`src/rtl/gnn_pkg.sv`:
```
`default_nettype none

package gnn_pkg;

    typedef logic [7:0] node_id_t;          // node identifier
    typedef logic signed [7:0] feat_t;      // one neighbor feature
    typedef logic signed [15:0] agg_t;      // neighbor sum, holds 256 beats of feat_t
    typedef logic signed [7:0] weight_t;    // shared layer weight
    typedef logic [15:0] res_val_t;         // post-relu value, never negative

    // one beat of the edge stream, 17 bits
    typedef struct packed {
        node_id_t node;
        feat_t    feat;
        logic     last;    // closes the neighbor list
    } edge_beat_t;

    // finished sum from an edge pe
    typedef struct packed {
        node_id_t node;
        agg_t     sum;
    } agg_pkt_t;

    // final (node, value) pair
    typedef struct packed {
        node_id_t node;
        res_val_t value;
    } res_pkt_t;

    localparam int res_max = 32767;   // upper clip for 16 bit signed range

endpackage

`default_nettype wire

```
`src/rtl/gnn_ifs.sv`:
```
`timescale 1ns/1ps
`default_nettype none


// sum link, also reused for the result link
interface agg_if;
    import gnn_pkg::*;

    logic     valid;
    node_id_t node;
    agg_t     sum;      // carries res_val_t on the result link
    logic     credit;

    modport src (output valid, node, sum, input credit);
    modport snk (input valid, node, sum, output credit);
endinterface

`default_nettype wire

```
`src/rtl/credit_fifo.sv`:
```
`timescale 1ns/1ps
`default_nettype none

module credit_fifo #(
    parameter type payload_t = logic,
    parameter int  DEPTH     = 4
) (
    input  wire logic clk,
    input  wire logic rst_n,
    input  wire logic push,
    input  payload_t  push_data,
    input  wire logic pop,
    output payload_t  pop_data,
    output logic      empty,
    output logic      credit
);

    localparam int AW = (DEPTH > 1) ? $clog2(DEPTH) : 1;
    localparam int CW = $clog2(DEPTH + 1);

    payload_t        mem [DEPTH];   // no reset on storage
    logic [AW-1:0]   wr_ptr;
    logic [AW-1:0]   rd_ptr;
    logic [CW-1:0]   count;
    logic            do_pop;

    assign empty    = (count == '0);
    assign do_pop   = pop && !empty;
    assign pop_data = mem[rd_ptr];   // head is visible the cycle after push
    assign credit   = do_pop;        // slot freed, hand it back upstream

    always_ff @(posedge clk) begin
        if (push)
            mem[wr_ptr] <= push_data;
    end

    always_ff @(posedge clk) begin
        if (!rst_n) begin
            wr_ptr <= '0;
            rd_ptr <= '0;
            count  <= '0;
        end else begin
            if (push)
                wr_ptr <= (wr_ptr == AW'(DEPTH - 1)) ? '0 : wr_ptr + 1'b1;   // wrap
            if (do_pop)
                rd_ptr <= (rd_ptr == AW'(DEPTH - 1)) ? '0 : rd_ptr + 1'b1;
            count <= count + CW'(push) - CW'(do_pop);
        end
    end

    // upstream credit accounting must keep us from overflowing
    a_no_overflow: assert property (@(posedge clk) disable iff (!rst_n)
        push |-> (count < DEPTH) || do_pop);

endmodule

`default_nettype wire

```
`src/rtl/result_buffer.sv`:
```
`timescale 1ns/1ps
`default_nettype none

module result_buffer #(
    parameter int RES_DEPTH = 4
) (
    input  wire logic          clk,
    input  wire logic          rst_n,
    agg_if.snk                 res_in,
    output logic               out_valid,
    output gnn_pkg::node_id_t  out_node,
    output gnn_pkg::res_val_t  out_value,
    input  wire logic          out_credit
);
    import gnn_pkg::*;

    localparam int CW = $clog2(RES_DEPTH + 1);

    res_pkt_t      in_pkt;
    res_pkt_t      head;
    logic          empty;
    logic          pop;
    logic [CW-1:0] out_cnt;   // sink credits left

    assign in_pkt = '{node: res_in.node, value: res_val_t'(res_in.sum)};

    credit_fifo #(.payload_t(res_pkt_t), .DEPTH(RES_DEPTH)) res_fifo_u (
        .clk(clk), .rst_n(rst_n),
        .push(res_in.valid), .push_data(in_pkt),
        .pop(pop), .pop_data(head),
        .empty(empty), .credit(res_in.credit)
    );

    assign pop       = !empty && (out_cnt != '0);   // send head while sink has room
    assign out_valid = pop;
    assign out_node  = head.node;
    assign out_value = head.value;

    always_ff @(posedge clk) begin
        if (!rst_n)
            out_cnt <= CW'(RES_DEPTH);
        else
            out_cnt <= out_cnt - CW'(pop) + CW'(out_credit);
    end

    // sink must never hand back more credits than it was given
    a_cnt_bound: assert property (@(posedge clk) disable iff (!rst_n)
        out_cnt <= RES_DEPTH);

endmodule

`default_nettype wire

```
`src/flat_wrapper.sv`:
```
// flat-port wrapper written by rule: the top's interface ports become plain ports
module result_buffer_flat import gnn_pkg::*;
#(
    parameter int RES_DEPTH = 4
)
  (clk, rst_n, out_valid, out_node, out_value, out_credit, res_in_valid, res_in_node, res_in_sum, res_in_credit);
  agg_if res_in_i ();
  input  wire logic clk;
  input  wire logic rst_n;
  output logic out_valid;
  output gnn_pkg::node_id_t out_node;
  output gnn_pkg::res_val_t out_value;
  input  wire logic out_credit;
  input wire logic [$bits(res_in_i.valid)-1:0] res_in_valid;
  input wire logic [$bits(res_in_i.node)-1:0] res_in_node;
  input wire logic [$bits(res_in_i.sum)-1:0] res_in_sum;
  output wire logic [$bits(res_in_i.credit)-1:0] res_in_credit;
  assign res_in_i.valid = res_in_valid;
  assign res_in_i.node = res_in_node;
  assign res_in_i.sum = res_in_sum;
  assign res_in_credit = res_in_i.credit;
  result_buffer #(.RES_DEPTH(RES_DEPTH)) u_core (.clk(clk), .rst_n(rst_n), .res_in(res_in_i), .out_valid(out_valid), .out_node(out_node), .out_value(out_value), .out_credit(out_credit));
endmodule
```
`config.mk`:
```
export PLATFORM = sky130hd
export DESIGN_NAME = result_buffer_flat
export DESIGN_NICKNAME = d
export VERILOG_FILES = /design/src/rtl/gnn_pkg.sv /design/src/rtl/gnn_ifs.sv /design/src/rtl/credit_fifo.sv /design/src/rtl/result_buffer.sv /design/src/flat_wrapper.sv
export SDC_FILE = /design/constraint.sdc
export NUM_CORES = 1
export LEC_CHECK = 0
export ABC_AREA = 1
export BUFFER_PORTS_ARGS = -buffer_cell sky130_fd_sc_hd__buf_2
export CAP_MARGIN = 20
export CORE_AREA = 2 2 106 108
export DETAILED_ROUTE_END_ITERATION = 10
export DIE_AREA = 0 0 108 110
export PLACE_DENSITY = 0.62
export SYNTH_ARGS = -nofsm -noshare
export SYNTH_HDL_FRONTEND = slang
export SYNTH_HIERARCHICAL = 1
export SYNTH_SLANG_ARGS = --single-unit
```
`constraint.sdc`:
```
create_clock -name clk -period 6.4 [get_ports clk]
set_clock_uncertainty 0.05 [all_clocks]
set_input_delay 0 -clock clk [delete_from_list [all_inputs] [get_ports clk]]
set_output_delay 0 -clock clk [all_outputs]
set_load 0.01 [all_outputs]
```
==> results.toml <==
[status]
status = "finished clean"

[finish]
nets = 437
area_growth_pct = 19.2
regArea_mm2 = 0.00312
drive_gt1_share_pct = 28.5
post-route-cell-area_mm2 = 0.00523
n_fill_cell = 944
layout.cells.non_filler = 543
antenna_cells = 0
multiInputGateArea_mm2 = 0.00106

[cts]
cts_sinks = 108
cts-root-buf = "clkbuf_8"
cts_buffer_depth = 2
numCtsBuffers = 9
postCtsHoldBufs = 27
path_clk_slew_ns = 0.10
h-tree-depth = 3
cts_tree = "yes"
post_cts_buffers = 0
cts_resized = 0
clk_latency_ns = 0.35

[placed_design]
dp.cells = 499
place_congestion = 0.719
pre_cts_ws_ns = 3.86
dp_hpwl_um = 4490
portBuffers = 53
post_dp_cell_area_mm2 = 0.00476

[timing]
worst_slack_ns = 3.73
fin_crit_ns = 2.67
fin_tns_setup_ns = 0
tightest_slew_ns = 1.05
period_share_pct = 41.7
rsz0062_at_grt = "no"
clock.fmax_ghz = 0.374
final_max_slew_viol_count = 0
finalHoldViolCount = 0
setup_viol = 0
hold_ws_ns = 0.335
slew_headroom_pct = 30.1

[yosys]
syn-num-nets = 358
yosys.area.top_type_share_pct = 65.8
synth_seq_cells = 108
ys_types = 22
netlist_top_cells_area = "edfxtp_1 66%, o22ai_2 5.7%, dfxtp_1 5.5%"
synth_top_flop_cell = "edfxtp_1"
syn_inst = 319
synthMostInstantiatedCell = "edfxtp_1"
ys_warn_count = 6
synthArstFlopShare_pct = 0
avgSynthCellArea_um2 = 13.7
synth-seq-area-share_pct = 71.3
synth_edf_count = 96
netlist_area_mm2 = 0.00438
yosys.area.top_type = "edfxtp_1"
synthTopCellsByCount = "96 x edfxtp_1, 44 x o21ai_0, 37 x nor2_1, 24 x inv_1"

[critical_path]
required_ns = 6.35
critPathKind = "flop to output port"
critPathCaptureType = "output port"
cp_data_arrival_time_ns = 2.62
cp_max_fo = 49
cp-start-kind = "flop"

[detailed_routing]
route.vias.total = 2597
drtIter0Drc = 111
wire_per_inst_um = 14.3
viasPerCell = 4.78
routed_wl_um = 7780
dr.pass1.iters = 5
antenna_left = 0
drc_errors = 0

[die]
dieHeight_um = 110
rows = 38
core-area_mm2 = 0.0107
die_area_mm2 = 0.0119
start_util_pct = 41.0
io-pin-count = 54
die_x_um = 108

[global_routing]
grt_pass1_vias = 2450
grt_max_degree = 50
gr-usage-all-layers_pct = 13.7
gr-total-overflow = 0
grt_pass1_wl_um = 12100
grt_antenna_before_repair = 0

[power_and_ir_drop]
p_leak_nw = 1.94
power_density_mw_per_mm2 = 360
peakVddDrop_v = 0.000250

[min_path]
min-delay-path-class = "primary input to flop"

[flow_run]
drv_cap = 0
worst max-delay path, cell delays in order (launching register included):
cell and delay [ns]:
dfxtp_2 0.93, inv_2 0.66, o21ai_0 0.42, o22ai_2 0.10, buf_2 0.15
report_power, final:
part / total [mW] / switching (mW) / internal (mW)
Clock: 0.366 / 0.224 / 0.143
Sequential: 0.894 / 0.0695 / 0.824
Combinational: 0.620 / 0.365 / 0.255
Total: 1.88 / 0.658 / 1.22
cell usage in the layout, fill, tap and decap left out:
cell type      Yosys  layout
dlygate4sd3_1      0      27
clkinv_4           0       2
nand2_1           16      16
dfxtp_2            0       1
o21ai_1            4       4
dfxtp_1           12      11
xnor2_1            1       1
o22ai_2           20      20
inv_2              3       3
nand3_1            6       6
a31oi_1            1       1
buf_4              1       1
o21ai_0           44      44
inv_6              0       1
nor3_1             1       1
edfxtp_1          96      96
a21oi_1            4       4
clkbuf_8           0       9
buf_8              0       1
inv_1             24      24
o22ai_1            4       4
ha_1               9       9
clkinvlp_4         0       3
buf_2             10      53
clkinv_1           0       1
buf_16             0       1
fa_1               2       2
nor2_2            20      20
nor2_1            37      37
flip-flops by register name, indices dropped and copies added (netlist names), named ones only:
name and cells:
u_core/out_cnt 3, u_core/res_fifo_u/count 3, u_core/res_fifo_u/mem 96, u_core/res_fifo_u/wr_ptr 2, u_core/res_fifo_u/rd_ptr 2
path summary, 6_finish.rpt:
check / start / slack (ns) / to / cells past startpoint
setup / recovery: flop / 3.73 / out_value[13] / 4
hold / removal: res_in_sum[3] / 0.34 / u_core/res_fifo_u/mem[1][3]$_DFFE_PP_ / 2
setup reg to reg: u_core/res_fifo_u/count[1]$_SDFF_PN0_ / 3.82 / u_core/res_fifo_u/count[2]$_SDFF_PN0_ / 13
hold reg to reg: u_core/out_cnt[2]$_SDFF_PN1_ / 0.49 / u_core/out_cnt[2]$_SDFF_PN1_ / 3
kinds of logic after synthesis:
group,count (synthesis),synth area share [%]
AOI/OAI and AO/OA,77,12.4
xor gates and xnor gates,1,0.200
and+or+nand+nor,80,8.20
DFF,108,71.3
buffers and inverters,42,4.48
adders and majority gates,11,3.48
through the flow:
stage / power (mW) / utilization, %
finish: 1.88 / 48.8
detailed placement: 1.53 / 44.5
CTS: 1.91 / 48.7
floorplan: 1.33 / -
global placement: 1.51 / 44.3
global route: 2.01 / 48.8
final cells by class:
type	instances	area share, %
inverters	27	1.94
well taps	140	3.35
flip-flops and latches	108	59.8
clock inverters	7	1.01
repair buffers	83	11.2
clock buffers	9	2.37
multi-input cells	169	20.3
metal layers:
metal	vias to the layer above	global-route usage, %	wire length, um
met1	1228	16.7	3350
li1	1297	-	-
met3	10	2.76	443
met2	62	23.2	3860
met5	-	0	0
met4	0	7.33	127
Note: power is estimated with default switching activity, not from simulation.
