File: config.mk
export PLATFORM = sky130hd
export DESIGN_NAME = edge_pe_flat
export DESIGN_NICKNAME = d
export VERILOG_FILES = /design/src/rtl/gnn_pkg.sv /design/src/rtl/gnn_ifs.sv /design/src/rtl/credit_fifo.sv /design/src/rtl/edge_pe.sv /design/src/flat_wrapper.sv
export SDC_FILE = /design/constraint.sdc
export NUM_CORES = 1
export LEC_CHECK = 0
export BUFFER_PORTS_ARGS = -buffer_cell sky130_fd_sc_hd__buf_4
export CORE_MARGIN = 3
export CORE_UTILIZATION = 48
export CTS_BUF_LIST = sky130_fd_sc_hd__clkbuf_16
export DETAILED_ROUTE_END_ITERATION = 6
export HOLD_SLACK_MARGIN = 0.06
export PLACE_DENSITY = 0.68
export SETUP_SLACK_MARGIN = 0.1
export SLEW_MARGIN = 20
export SYNTH_ARGS = -nofsm -noshare
export SYNTH_HDL_FRONTEND = slang
export SYNTH_HIERARCHICAL = 1
export SYNTH_SLANG_ARGS = --single-unit
File: constraint.sdc
create_clock -name clk -period 3.36 [get_ports clk]
set_clock_uncertainty 0.15 [all_clocks]
set_input_delay 0.336 -clock clk [delete_from_list [all_inputs] [get_ports clk]]
set_output_delay 0.336 -clock clk [all_outputs]
set_load 0.05 [all_outputs]
File: src/rtl/gnn_pkg.sv
`default_nettype none

package gnn_pkg;

    typedef logic [7:0] node_id_t;          // node identifier
    typedef logic signed [7:0] feat_t;      // one neighbor feature
    typedef logic signed [15:0] agg_t;      // neighbor sum, holds 256 beats of feat_t
    typedef logic signed [7:0] weight_t;    // shared layer weight
    typedef logic [15:0] res_val_t;         // post-relu value, never negative

    // one beat of the edge stream, 17 bits
    typedef struct packed {
        node_id_t node;
        feat_t    feat;
        logic     last;    // closes the neighbor list
    } edge_beat_t;

    // finished sum from an edge pe
    typedef struct packed {
        node_id_t node;
        agg_t     sum;
    } agg_pkt_t;

    // final (node, value) pair
    typedef struct packed {
        node_id_t node;
        res_val_t value;
    } res_pkt_t;

    localparam int res_max = 32767;   // upper clip for 16 bit signed range

endpackage

`default_nettype wire

File: src/rtl/gnn_ifs.sv
`timescale 1ns/1ps
`default_nettype none

// decoder -> edge pe beat link
interface edge_if;
    import gnn_pkg::*;

    logic     valid;
    node_id_t node;
    feat_t    feat;
    logic     last;
    logic     credit;   // one pulse per popped beat

    modport src (output valid, node, feat, last, input credit);
    modport snk (input valid, node, feat, last, output credit);
endinterface

// sum link, also reused for the result link
interface agg_if;
    import gnn_pkg::*;

    logic     valid;
    node_id_t node;
    agg_t     sum;      // carries res_val_t on the result link
    logic     credit;

    modport src (output valid, node, sum, input credit);
    modport snk (input valid, node, sum, output credit);
endinterface

`default_nettype wire

File: src/rtl/credit_fifo.sv
`timescale 1ns/1ps
`default_nettype none

module credit_fifo #(
    parameter type payload_t = logic,
    parameter int  DEPTH     = 4
) (
    input  wire logic clk,
    input  wire logic rst_n,
    input  wire logic push,
    input  payload_t  push_data,
    input  wire logic pop,
    output payload_t  pop_data,
    output logic      empty,
    output logic      credit
);

    localparam int AW = (DEPTH > 1) ? $clog2(DEPTH) : 1;
    localparam int CW = $clog2(DEPTH + 1);

    payload_t        mem [DEPTH];   // no reset on storage
    logic [AW-1:0]   wr_ptr;
    logic [AW-1:0]   rd_ptr;
    logic [CW-1:0]   count;
    logic            do_pop;

    assign empty    = (count == '0);
    assign do_pop   = pop && !empty;
    assign pop_data = mem[rd_ptr];   // head is visible the cycle after push
    assign credit   = do_pop;        // slot freed, hand it back upstream

    always_ff @(posedge clk) begin
        if (push)
            mem[wr_ptr] <= push_data;
    end

    always_ff @(posedge clk) begin
        if (!rst_n) begin
            wr_ptr <= '0;
            rd_ptr <= '0;
            count  <= '0;
        end else begin
            if (push)
                wr_ptr <= (wr_ptr == AW'(DEPTH - 1)) ? '0 : wr_ptr + 1'b1;   // wrap
            if (do_pop)
                rd_ptr <= (rd_ptr == AW'(DEPTH - 1)) ? '0 : rd_ptr + 1'b1;
            count <= count + CW'(push) - CW'(do_pop);
        end
    end

    // upstream credit accounting must keep us from overflowing
    a_no_overflow: assert property (@(posedge clk) disable iff (!rst_n)
        push |-> (count < DEPTH) || do_pop);

endmodule

`default_nettype wire

File: src/rtl/edge_pe.sv
`timescale 1ns/1ps
`default_nettype none

module edge_pe #(
    parameter int PE_DEPTH = 4
) (
    input wire logic clk,
    input wire logic rst_n,
    edge_if.snk      beat_in,
    agg_if.src       agg_out
);
    import gnn_pkg::*;

    edge_beat_t in_beat;
    edge_beat_t head;
    logic       empty;
    logic       pop;
    logic       fire_last;   // popping the closing beat of a node
    agg_t       acc;         // running neighbor sum
    logic       agg_cred;    // single slot downstream

    assign in_beat = '{node: beat_in.node, feat: beat_in.feat, last: beat_in.last};

    credit_fifo #(.payload_t(edge_beat_t), .DEPTH(PE_DEPTH)) beat_fifo_u (
        .clk(clk), .rst_n(rst_n),
        .push(beat_in.valid), .push_data(in_beat),
        .pop(pop), .pop_data(head),
        .empty(empty), .credit(beat_in.credit)
    );

    // stall only on the last beat when downstream slot is busy
    assign pop       = !empty && (!head.last || agg_cred);
    assign fire_last = pop && head.last;

    always_ff @(posedge clk) begin
        if (!rst_n) begin
            acc           <= '0;
            agg_cred      <= 1'b1;
            agg_out.valid <= 1'b0;
        end else begin
            agg_out.valid <= fire_last;   // one cycle after the last pop
            if (pop)
                acc <= fire_last ? '0 : acc + agg_t'(head.feat);   // clear for next node
            if (fire_last)
                agg_cred <= agg_out.credit;
            else if (agg_out.credit)
                agg_cred <= 1'b1;
        end
    end

    always_ff @(posedge clk) begin
        if (fire_last) begin
            agg_out.node <= head.node;
            agg_out.sum  <= acc + agg_t'(head.feat);   // include the closing feature
        end
    end

endmodule

`default_nettype wire

File: src/flat_wrapper.sv
// flat-port wrapper written by rule: the top's interface ports become plain ports
module edge_pe_flat import gnn_pkg::*;
#(
    parameter int PE_DEPTH = 4
)
  (clk, rst_n, beat_in_valid, beat_in_node, beat_in_feat, beat_in_last, beat_in_credit, agg_out_valid, agg_out_node, agg_out_sum, agg_out_credit);
  edge_if beat_in_i ();
  agg_if agg_out_i ();
  input wire logic clk;
  input wire logic rst_n;
  input wire logic [$bits(beat_in_i.valid)-1:0] beat_in_valid;
  input wire logic [$bits(beat_in_i.node)-1:0] beat_in_node;
  input wire logic [$bits(beat_in_i.feat)-1:0] beat_in_feat;
  input wire logic [$bits(beat_in_i.last)-1:0] beat_in_last;
  output wire logic [$bits(beat_in_i.credit)-1:0] beat_in_credit;
  output wire logic [$bits(agg_out_i.valid)-1:0] agg_out_valid;
  output wire logic [$bits(agg_out_i.node)-1:0] agg_out_node;
  output wire logic [$bits(agg_out_i.sum)-1:0] agg_out_sum;
  input wire logic [$bits(agg_out_i.credit)-1:0] agg_out_credit;
  assign beat_in_i.valid = beat_in_valid;
  assign beat_in_i.node = beat_in_node;
  assign beat_in_i.feat = beat_in_feat;
  assign beat_in_i.last = beat_in_last;
  assign beat_in_credit = beat_in_i.credit;
  assign agg_out_valid = agg_out_i.valid;
  assign agg_out_node = agg_out_i.node;
  assign agg_out_sum = agg_out_i.sum;
  assign agg_out_i.credit = agg_out_credit;
  edge_pe #(.PE_DEPTH(PE_DEPTH)) u_core (.clk(clk), .rst_n(rst_n), .beat_in(beat_in_i), .agg_out(agg_out_i));
endmodule
==> impl_metrics.tcl, run 1 <==
set metrics [dict create \
    post-dp-hpwl_microns 6300 \
    mostFrequentLayoutCell "edfxtp_1" \
    post-place-ws_ps 61.1 \
    finish.utilization 0.623 \
    maxSlewHeadroom 0.387 \
    nFillCells 787 \
    cp_max_fo 8 \
    ys.flop_type "edfxtp_1" \
    final_hold_viol_count 0 \
    cts_tree "done" \
    pwr_density_cell_nw_per_um2 1010 \
    startpoint_type "flop" \
    ys_warn_count 6 \
    dieArea_sq_um 12000 \
    criticalPathCategory "reg -> reg" \
    min_from "beat_in_valid" \
    gp_congestion 0.873 \
    layout.nets 470 \
    fin_tns_setup_ps 0 \
    globalRoute.totalOverflow 0 \
    num_rows 37 \
    r2r-end "u_core/agg_out.sum[12]$_DFFE_PP_" \
    drive_gt1_frac 0.242 \
    ant_nets 0 \
    rsz0062_at_grt "no" \
    period_share 0.927 \
    die_y_microns 110 \
    finalWirelength_microns 9470 \
    netlist_area_sq_um 5160 \
    grt_pass1_wl_microns 15700 \
    max-vdd-ir-drop_v 0.000581 \
    htreeDepth 4 \
    final_cell_mix "92 x edfxtp_1, 55 x buf_4, 28 x nand2_1" \
    setup_ws_ps 245 \
    track_usage 0.174 \
    cp-end-kind "flop" \
    arrival_ps 3110 \
    synth_area_leaders "edfxtp_1 54%, dfxtp_1 10%, ha_1 5.3%, mux4_2 4.4%, mux4_1 3.6%" \
    worstRegToRegCells 8 \
    cellLeakagePower_nw 2.48 \
    status "completed" \
    hold_path.class "in -> reg" \
    cp.required_ps 3360 \
    setup_viol 0 \
    wire_per_inst_microns 16.5 \
    pin_count 47 \
    whs_endpoint "u_core/beat_fifo_u/wr_ptr[1]$_SDFFE_PN0P_" \
    syn_to_final_growth_pct 25.7 \
    ys_types 51 \
    avgSynthCellArea_sq_um 15.0 \
    netlist.area_leader.share 0.535 \
    dp.cells 524 \
    cts_buffers 17 \
    synth_edf_count 92 \
    hold-path-cell-count 3 \
    avgViaCountPerCell 5.42 \
    dr.pass1.iters 4 \
    antenna_found_initial 0 \
    drt_iter0_drc 136 \
    cts_setup_buffers 0 \
    min_period_ps 3120 \
    async_flop_share 0 \
    clk_path_buf_depth 2 \
    ctsRootBufferMaster "clkbuf_16" \
    cts.reportedPaths.clkPinSlew_ps 60 \
    vias 3112 \
    synth_cells 345 \
    coreArea_sq_um 10400 \
    finalMaxSlewViolations 0 \
    final_cells 574 \
    worst_pin_slew_ps 919 \
    synth.ff_latch_count 119 \
    syn-num-nets 390 \
    floorplan.initialDensity 0.496 \
    max_freq_mhz 321 \
    rrSetupSlack_ps 240 \
    die_w_microns 110 \
    cts_sinks 119 \
    diodes 0 \
    ys_seq_area_frac 0.640 \
    io_buffers 46 \
    maxCapViolations 0 \
    clk_latency_ps 400 \
    grt_pass1_vias 3201 \
    yosysTopAreaCell "edfxtp_1" \
    remaining_drc_errors 0 \
    grt_max_degree 20 \
]
## power breakdown
part / total, mW / internal, mW / switching [mW]
logic: 2.60 / 0.989 / 1.61
registers: 2.13 / 2.00 / 0.128
clock network: 1.83 / 1.12 / 0.703
## through the flow
| stage | hold slack [ps] | area [sq um] | power [mW] |
|---|---|---|---|
| finish | 94.1 | 6490 | 6.55 |
| global route | 111 | 6490 | 6.95 |
| CTS | 80.9 | 6480 | 6.58 |
| detailed placement | 316 | 5690 | 4.71 |
| global placement | 308 | 5690 | 4.66 |
| floorplan | 285 | 5160 | 4.03 |
## critical path, cell delays in order, from the launching register on
cell and delay, ps:
dfxtp_1 370, buf_4 220, mux4_2 560, fa_1 480
a21o_1 250, a311oi_4 380, or4b_4 220, nand2_1 70
xor2_1 160
## metal layers
layer	track usage	part of all wire
met3	0.0534	0.052
met1	0.207	0.42
met2	0.303	0.51
met5	0	0
met4	0.0570	0.012
## synthesized netlist by cell type, types with 3 or more instances
| master | n |
|---|---|
| nand3_1 | 9 |
| clkbuf_1 | 5 |
| o21ai_0 | 10 |
| nand2_1 | 28 |
| nor2_1 | 7 |
| a21o_1 | 3 |
| nor2b_1 | 8 |
| inv_1 | 10 |
| o21a_1 | 3 |
| ha_1 | 22 |
| nor3b_1 | 3 |
| dfxtp_1 | 27 |
| or3_1 | 3 |
| xnor2_1 | 4 |
| nand4_1 | 8 |
| buf_2 | 5 |
| mux4_1 | 7 |
| and2_1 | 9 |
| edfxtp_1 | 92 |
| mux2i_1 | 3 |
| a211o_1 | 5 |
| xor2_1 | 9 |
| mux4_2 | 10 |
| a21oi_1 | 18 |
## worst max path at each step
stage	start	endpoint	slack [ps]	cells past startpoint
2_1_floorplan	flop	u_core/beat_fifo_u/count[2]$_SDFF_PN0_	110	13
3_3_place_gp	flop	u_core/agg_out.sum[12]$_DFFE_PP_	140	8
3_5_place_dp	flop	u_core/agg_out.sum[12]$_DFFE_PP_	60	8
4_1_cts	flop	u_core/beat_fifo_u/count[2]$_SDFF_PN0_	150	12
5_1_grt	flop	u_core/beat_fifo_u/count[2]$_SDFF_PN0_	110	12
6_report	flop	u_core/agg_out.sum[12]$_DFFE_PP_	240	8
## kinds of logic after synthesis
| group | share of synthesized area |
|---|---|
| buf+inv | 0.0225 |
| fa+ha+maj | 0.0611 |
| simple gates | 0.0909 |
| mux | 0.0851 |
| compound gates | 0.0744 |
| xor+xnor | 0.0264 |
| flops | 0.640 |
## area by class of cell
| cell class | count | area [sq um] | area share |
|---|---|---|---|
| clock inverters | 15 | 181 | 0.0280 |
| flip-flops and latches | 119 | 3300 | 0.509 |
| multi-input cells | 203 | 1760 | 0.271 |
| inverters | 10 | 37.5 | 0.00578 |
| repair buffers | 74 | 613 | 0.0945 |
| well taps | 136 | 170 | 0.0262 |
| clock buffers | 17 | 425 | 0.0655 |
## flip-flops by register name, indices dropped and copies added, names as in the netlist, named ones only
| signal | count |
|---|---|
| u_core/agg_out.sum | 16 |
| u_core/agg_out.node | 8 |
| u_core/agg_cred | 1 |
| u_core/acc | 16 |
| u_core/agg_out.valid | 1 |
| u_core/beat_fifo_u/count | 3 |
| u_core/beat_fifo_u/rd_ptr | 2 |
| u_core/beat_fifo_u/wr_ptr | 2 |
| u_core/beat_fifo_u/mem | 68 |
## repair_timing
action	4_1_cts	5_1_grt
endpoints found under the hold margin	69	0
pin swaps	0	0
hold buffers	18	0
setup endpoints to repair	4	3
resized for setup	1	3
Power figures use the tool's default switching activity.
==> run 2, diff against run 1 <==
--- a/config.mk
+++ b/config.mk
@@ -6,13 +6,14 @@
 export NUM_CORES = 1
 export LEC_CHECK = 0
 export BUFFER_PORTS_ARGS = -buffer_cell sky130_fd_sc_hd__buf_4
-export CORE_MARGIN = 3
-export CORE_UTILIZATION = 48
+export CORE_MARGIN = 2
+export CORE_UTILIZATION = 45
 export CTS_BUF_LIST = sky130_fd_sc_hd__clkbuf_16
 export DETAILED_ROUTE_END_ITERATION = 6
 export HOLD_SLACK_MARGIN = 0.06
-export PLACE_DENSITY = 0.68
+export PLACE_DENSITY = 0.64
 export SETUP_SLACK_MARGIN = 0.1
+export SKIP_CTS_REPAIR_TIMING = 1
 export SLEW_MARGIN = 20
 export SYNTH_ARGS = -nofsm -noshare
 export SYNTH_HDL_FRONTEND = slang
==> run 2 against run 1 <==
Against the previous run:
- register-to-register slack better by 40 ps
- worst setup slack better by 43 ps
- flip-flop and latch count stayed put
- largest power group unchanged
- sequential power hardly changed
- fmax is 1.4% higher
- highest routed layer unchanged
- via count is 0.90% lower
- cell count is 1.4% higher
- critical path depth is 1 higher
- non-clock buffer count is 1 higher
- clock-buffer cell count stayed put
- combinational power is 2% lower
- global-route usage is 1.0 points lower
==> impl_metrics.tcl, run 2 (same netlist as run 1, synthesis figures left out) <==
set metrics [dict create \
    globalRoute.totalOverflow 0 \
    design_area_sq_um 6470 \
    maxSlewHeadroom 0.351 \
    diodes 0 \
    ctsRootBufferMaster "clkbuf_16" \
    whs_endpoint "u_core/beat_fifo_u/wr_ptr[1]$_SDFFE_PN0P_" \
    max_freq_mhz 326 \
    status "completed" \
    htreeDepth 4 \
    ant_nets 0 \
    fin_tns_setup_ps 0 \
    worstRegToRegCells 9 \
    pin_count 47 \
    min_period_ps 3070 \
    drive_gt1_frac 0.232 \
    worst_pin_slew_ps 974 \
    period_share 0.914 \
    wire_per_inst_microns 16.0 \
    regMostFlops "u_core/beat_fifo_u/mem" \
    finalMaxSlewViolations 0 \
    max-vdd-ir-drop_v 0.000491 \
    die_w_microns 111 \
    final_hold_viol_count 0 \
    min_from "beat_in_valid" \
    rrSetupSlack_ps 290 \
    startpoint_type "flop" \
    grt_pass1_vias 3208 \
    mostFrequentLayoutCell "edfxtp_1" \
    grt_pass1_wl_microns 15500 \
    io_buffers 46 \
    setup_viol 0 \
    criticalPathCategory "reg -> reg" \
    largest_reg_flops 68 \
    floorplan.initialDensity 0.456 \
    cts_tree "done" \
    coreArea_sq_um 11300 \
    vias 3084 \
    grt_max_degree 20 \
    track_usage 0.164 \
    cp_max_fo 16 \
    cts.reportedPaths.clkPinSlew_ps 50 \
    gp_congestion 0.856 \
    cp-end-kind "flop" \
    die_y_microns 111 \
    dieArea_sq_um 12300 \
    clk_latency_ps 410 \
    post-dp-hpwl_microns 6350 \
    pwr_density_cell_nw_per_um2 997 \
    r2r-end "u_core/acc[8]$_SDFFE_PN0P_" \
    num_rows 39 \
    avgViaCountPerCell 5.30 \
    arrival_ps 3220 \
    nFillCells 911 \
    rsz0062_at_grt "yes" \
    largestRegisters "u_core/beat_fifo_u/mem (68), u_core/acc (16), u_core/agg_out.sum (16)" \
    syn_to_final_growth_pct 25.4 \
    placed_area_sq_um 5710 \
    remaining_drc_errors 0 \
    antenna_found_initial 0 \
    layout.nets 471 \
    final_cell_mix "92 x edfxtp_1, 56 x buf_4, 28 x nand2_1" \
    drt_iter0_drc 180 \
    dr.pass1.iters 4 \
    clk_path_buf_depth 2 \
    finalWirelength_microns 9330 \
    cp.required_ps 3500 \
    maxCapViolations 0 \
    hold_path.class "in -> reg" \
    cts_sinks 119 \
    cts_buffers 17 \
    hold-path-cell-count 3 \
    cellLeakagePower_nw 2.48 \
]
[run 2: worst max-delay path, cell delays in order (launching register included)]
cell and delay [ps]:
dfxtp_1 390, buf_12 200, mux4_2 550, fa_1 460, a21o_1 230, a311oi_1 300, buf_4 180, o31ai_1 100
xor2_1 180, a22o_1 230
[run 2: through the flow]
stage	worst slack (ps)	instances	util	hold slack, ps	power, mW
after floorplan	108	345	-	285	4.03
after global placement	303	532	0.504	308	4.68
after detailed placement	250	532	0.504	314	4.71
after CTS	257	564	0.556	-47.9	6.52
after global routing	92.5	582	0.572	119	6.83
final	288	582	0.572	110	6.45
[run 2: power breakdown]
part	switching, mW	leakage (nW)	internal, mW
sequential	0.124	1.07	2.00
clock	0.614	0.296	1.15
combinational	1.58	1.12	0.979
total	2.32	2.48	4.13
[run 2: worst max-delay path by stage]
| stage | cells after the start | to |
|---|---|---|
| final | 9 | u_core/acc[8]$_SDFFE_PN0P_ |
| after global routing | 8 | u_core/agg_out.sum[14]$_DFFE_PP_ |
| after CTS | 9 | u_core/agg_out.sum[10]$_DFFE_PP_ |
| after floorplan | 13 | u_core/beat_fifo_u/count[2]$_SDFF_PN0_ |
| after global placement | 8 | u_core/agg_out.sum[12]$_DFFE_PP_ |
| after detailed placement | 9 | u_core/agg_out.sum[10]$_DFFE_PP_ |
[run 2: final cells by class]
| cell class | count | area [sq um] | share of cell area |
|---|---|---|---|
| Clock buffer | 17 | 425 | 0.0657 |
| Clock inverter | 15 | 164 | 0.0253 |
| Inverter | 10 | 37.5 | 0.00580 |
| Multi-Input combinational cell | 203 | 1750 | 0.270 |
| Sequential cell | 119 | 3300 | 0.510 |
| Tap cell | 143 | 179 | 0.0276 |
| Timing Repair Buffer | 75 | 621 | 0.0958 |
[run 2: metal layers]
layer	share of wire	up-vias	track usage	routed length [microns]
li1	-	1492	-	-
met4	0.014	0	0.0634	134
met2	0.52	54	0.286	4840
met5	0	-	0	0
met3	0.038	13	0.0530	357
met1	0.43	1525	0.188	3990
==> run 3, diff against run 2 <==
--- a/config.mk
+++ b/config.mk
@@ -12,6 +12,7 @@
 export DETAILED_ROUTE_END_ITERATION = 6
 export HOLD_SLACK_MARGIN = 0.06
 export PLACE_DENSITY = 0.64
+export REMOVE_ABC_BUFFERS = 1
 export SETUP_SLACK_MARGIN = 0.1
 export SKIP_CTS_REPAIR_TIMING = 1
 export SLEW_MARGIN = 20
==> run 3 against run 2 <==
Against the previous run:
- combinational power about the same
- worst setup slack worse by 20 ps
- register-to-register slack lost 20 ps
- total power rose by 2.9%
- clock-buffer cell count stayed put
- sequential share of layout area down 0.49 points
==> impl_metrics.tcl, run 3 (same netlist as run 1, synthesis figures left out) <==
set metrics [dict create \
    post-place-ws_ps 266 \
    cts.reportedPaths.clkPinSlew_ps 60 \
    clk_path_buf_depth 2 \
    rrSetupSlack_ps 270 \
    avgViaCountPerCell 5.27 \
    startpoint_type "flop" \
    layout.nets 473 \
    criticalPathCategory "reg -> reg" \
    clk_latency_ps 410 \
    die_y_microns 111 \
    maxSlewHeadroom 0.359 \
    min_period_ps 3090 \
    die_w_microns 111 \
    grt_pass1_wl_microns 15400 \
    dr.pass1.iters 4 \
    finalMaxSlewViolations 0 \
    rsz0062_at_grt "no" \
    antenna_found_initial 0 \
    io_buffers 46 \
    drive_gt1_frac 0.238 \
    power_frac_seq 0.321 \
    vias 3077 \
    floorplan.initialDensity 0.456 \
    track_usage 0.163 \
    cts_sinks 119 \
    num_rows 39 \
    switching_share 0.360 \
    design_area_sq_um 6540 \
    coreArea_sq_um 11300 \
    gp_congestion 0.871 \
    diodes 0 \
    status "completed" \
    ctsRootBufferMaster "clkbuf_16" \
    cp.required_ps 3370 \
    combPwrFrac 0.388 \
    r2r-end "u_core/agg_out.sum[14]$_DFFE_PP_" \
    drt_iter0_drc 167 \
    hold_path.class "in -> reg" \
    setup_viol 0 \
    globalRoute.totalOverflow 0 \
    cts_buffers 17 \
    p_switching_mw 2.39 \
    regMostFlops "u_core/beat_fifo_u/mem" \
    final_hold_viol_count 0 \
    clockPowerShare 0.291 \
    wire_per_inst_microns 16.3 \
    dp.cells 534 \
    pwr_density_cell_nw_per_um2 1020 \
    cp_max_fo 6 \
    grt_pass1_vias 3195 \
    largest_reg_flops 68 \
    max-vdd-ir-drop_v 0.00105 \
    post-dp-hpwl_microns 6340 \
    maxCapViolations 0 \
    mostFrequentLayoutCell "edfxtp_1" \
    arrival_ps 3100 \
    grt_max_degree 20 \
    pin_count 47 \
    finalHoldWorstSlack_ps 102 \
    cts_tree "done" \
    worst_pin_slew_ps 961 \
    finalWirelength_microns 9540 \
    final_cell_mix "92 x edfxtp_1, 58 x buf_4, 28 x nand2_1" \
    dieArea_sq_um 12300 \
    p_int_mw 4.25 \
    cellLeakagePower_nw 2.51 \
    syn_to_final_growth_pct 26.6 \
    setup_ws_ps 268 \
    ant_nets 0 \
    worstRegToRegCells 9 \
    finish.utilization 0.577 \
    htreeDepth 4 \
    placed_area_sq_um 5720 \
    remaining_drc_errors 0 \
    period_share 0.920 \
    final_cells 584 \
    max_freq_mhz 323 \
    nFillCells 917 \
    largestRegisters "u_core/beat_fifo_u/mem (68), u_core/acc (16), u_core/agg_out.sum (16)" \
    critPathCapture "u_core/agg_out.sum[14]$_DFFE_PP_" \
    cp-end-kind "flop" \
]
-- run 3: cell types whose count changed in the layout (fill, tap and decap cells not counted), moves of 2 or more --
cell | previous run | this run
clkinv_2 | 4 | 1
inv_6 | 0 | 5
buf_4 | 56 | 58
inv_8 | 0 | 2
inv_1 | 12 | 10
clkinv_4 | 4 | 2
-- run 3: stage by stage --
step	setup TNS [ps]	total power [mW]
final	0	6.64
after global routing	0	7.00
after CTS	0	6.70
after detailed placement	0	4.74
after global placement	0	4.70
after floorplan	-1330	3.96
-- run 3: power groups by stage --
stage | combinational (mW) | sequential [mW] | clock (mW)
3_3_place_gp | 2.54 | 2.16 | 0
6_report | 2.58 | 2.13 | 1.93
2_1_floorplan | 1.30 | 2.66 | 0
3_5_place_dp | 2.58 | 2.16 | 0
5_1_grt | 2.81 | 2.16 | 2.03
4_1_cts | 2.59 | 2.14 | 1.97
-- run 3: layout make-up --
class                   instances  area (sq um)  area share
clock buffers                  17           425      0.0651
well taps                     143           179      0.0274
multi-input cells             203          1740       0.267
clock inverters                15           213      0.0325
flip-flops and latches        119          3300       0.505
inverters                      10          37.5     0.00574
repair buffers                 77           636      0.0972
-- run 3: worst min path at each step --
| stage | start | to | slack, ps | depth (start not counted) |
|---|---|---|---|---|
| 5_1_grt | beat_in_valid | u_core/beat_fifo_u/wr_ptr[1]$_SDFFE_PN0P_ | 110 | 3 |
| 3_5_place_dp | u_core/acc[10]$_SDFFE_PN0P_ | u_core/acc[10]$_SDFFE_PN0P_ | 320 | 2 |
| 6_report | beat_in_valid | u_core/beat_fifo_u/wr_ptr[1]$_SDFFE_PN0P_ | 100 | 3 |
| 2_1_floorplan | beat_in_last | u_core/beat_fifo_u/mem[0][0]$_DFFE_PP_ | 280 | 0 |
| 4_1_cts | agg_out_credit | u_core/agg_cred$_SDFFE_PN1P_ | -50 | 3 |
| 3_3_place_gp | u_core/acc[10]$_SDFFE_PN0P_ | u_core/acc[10]$_SDFFE_PN0P_ | 310 | 2 |
-- run 3: per-layer routing --
layer,share of wire,GRT usage,up-vias
met3,0.037,0.0519,12
met4,0.017,0.0683,0
met2,0.53,0.282,56
met1,0.42,0.187,1507
li1,-,-,1502
met5,0,0,-
-- run 3: worst max-delay path, cell delays in order (launching register included) --
cell and delay, ps:
dfxtp_1 420, buf_4 210, mux4_2 550, fa_1 470, a21o_1 230, a311oi_1 260, buf_4 170, or4_1 150
nand2_1 70, xor2_1 150
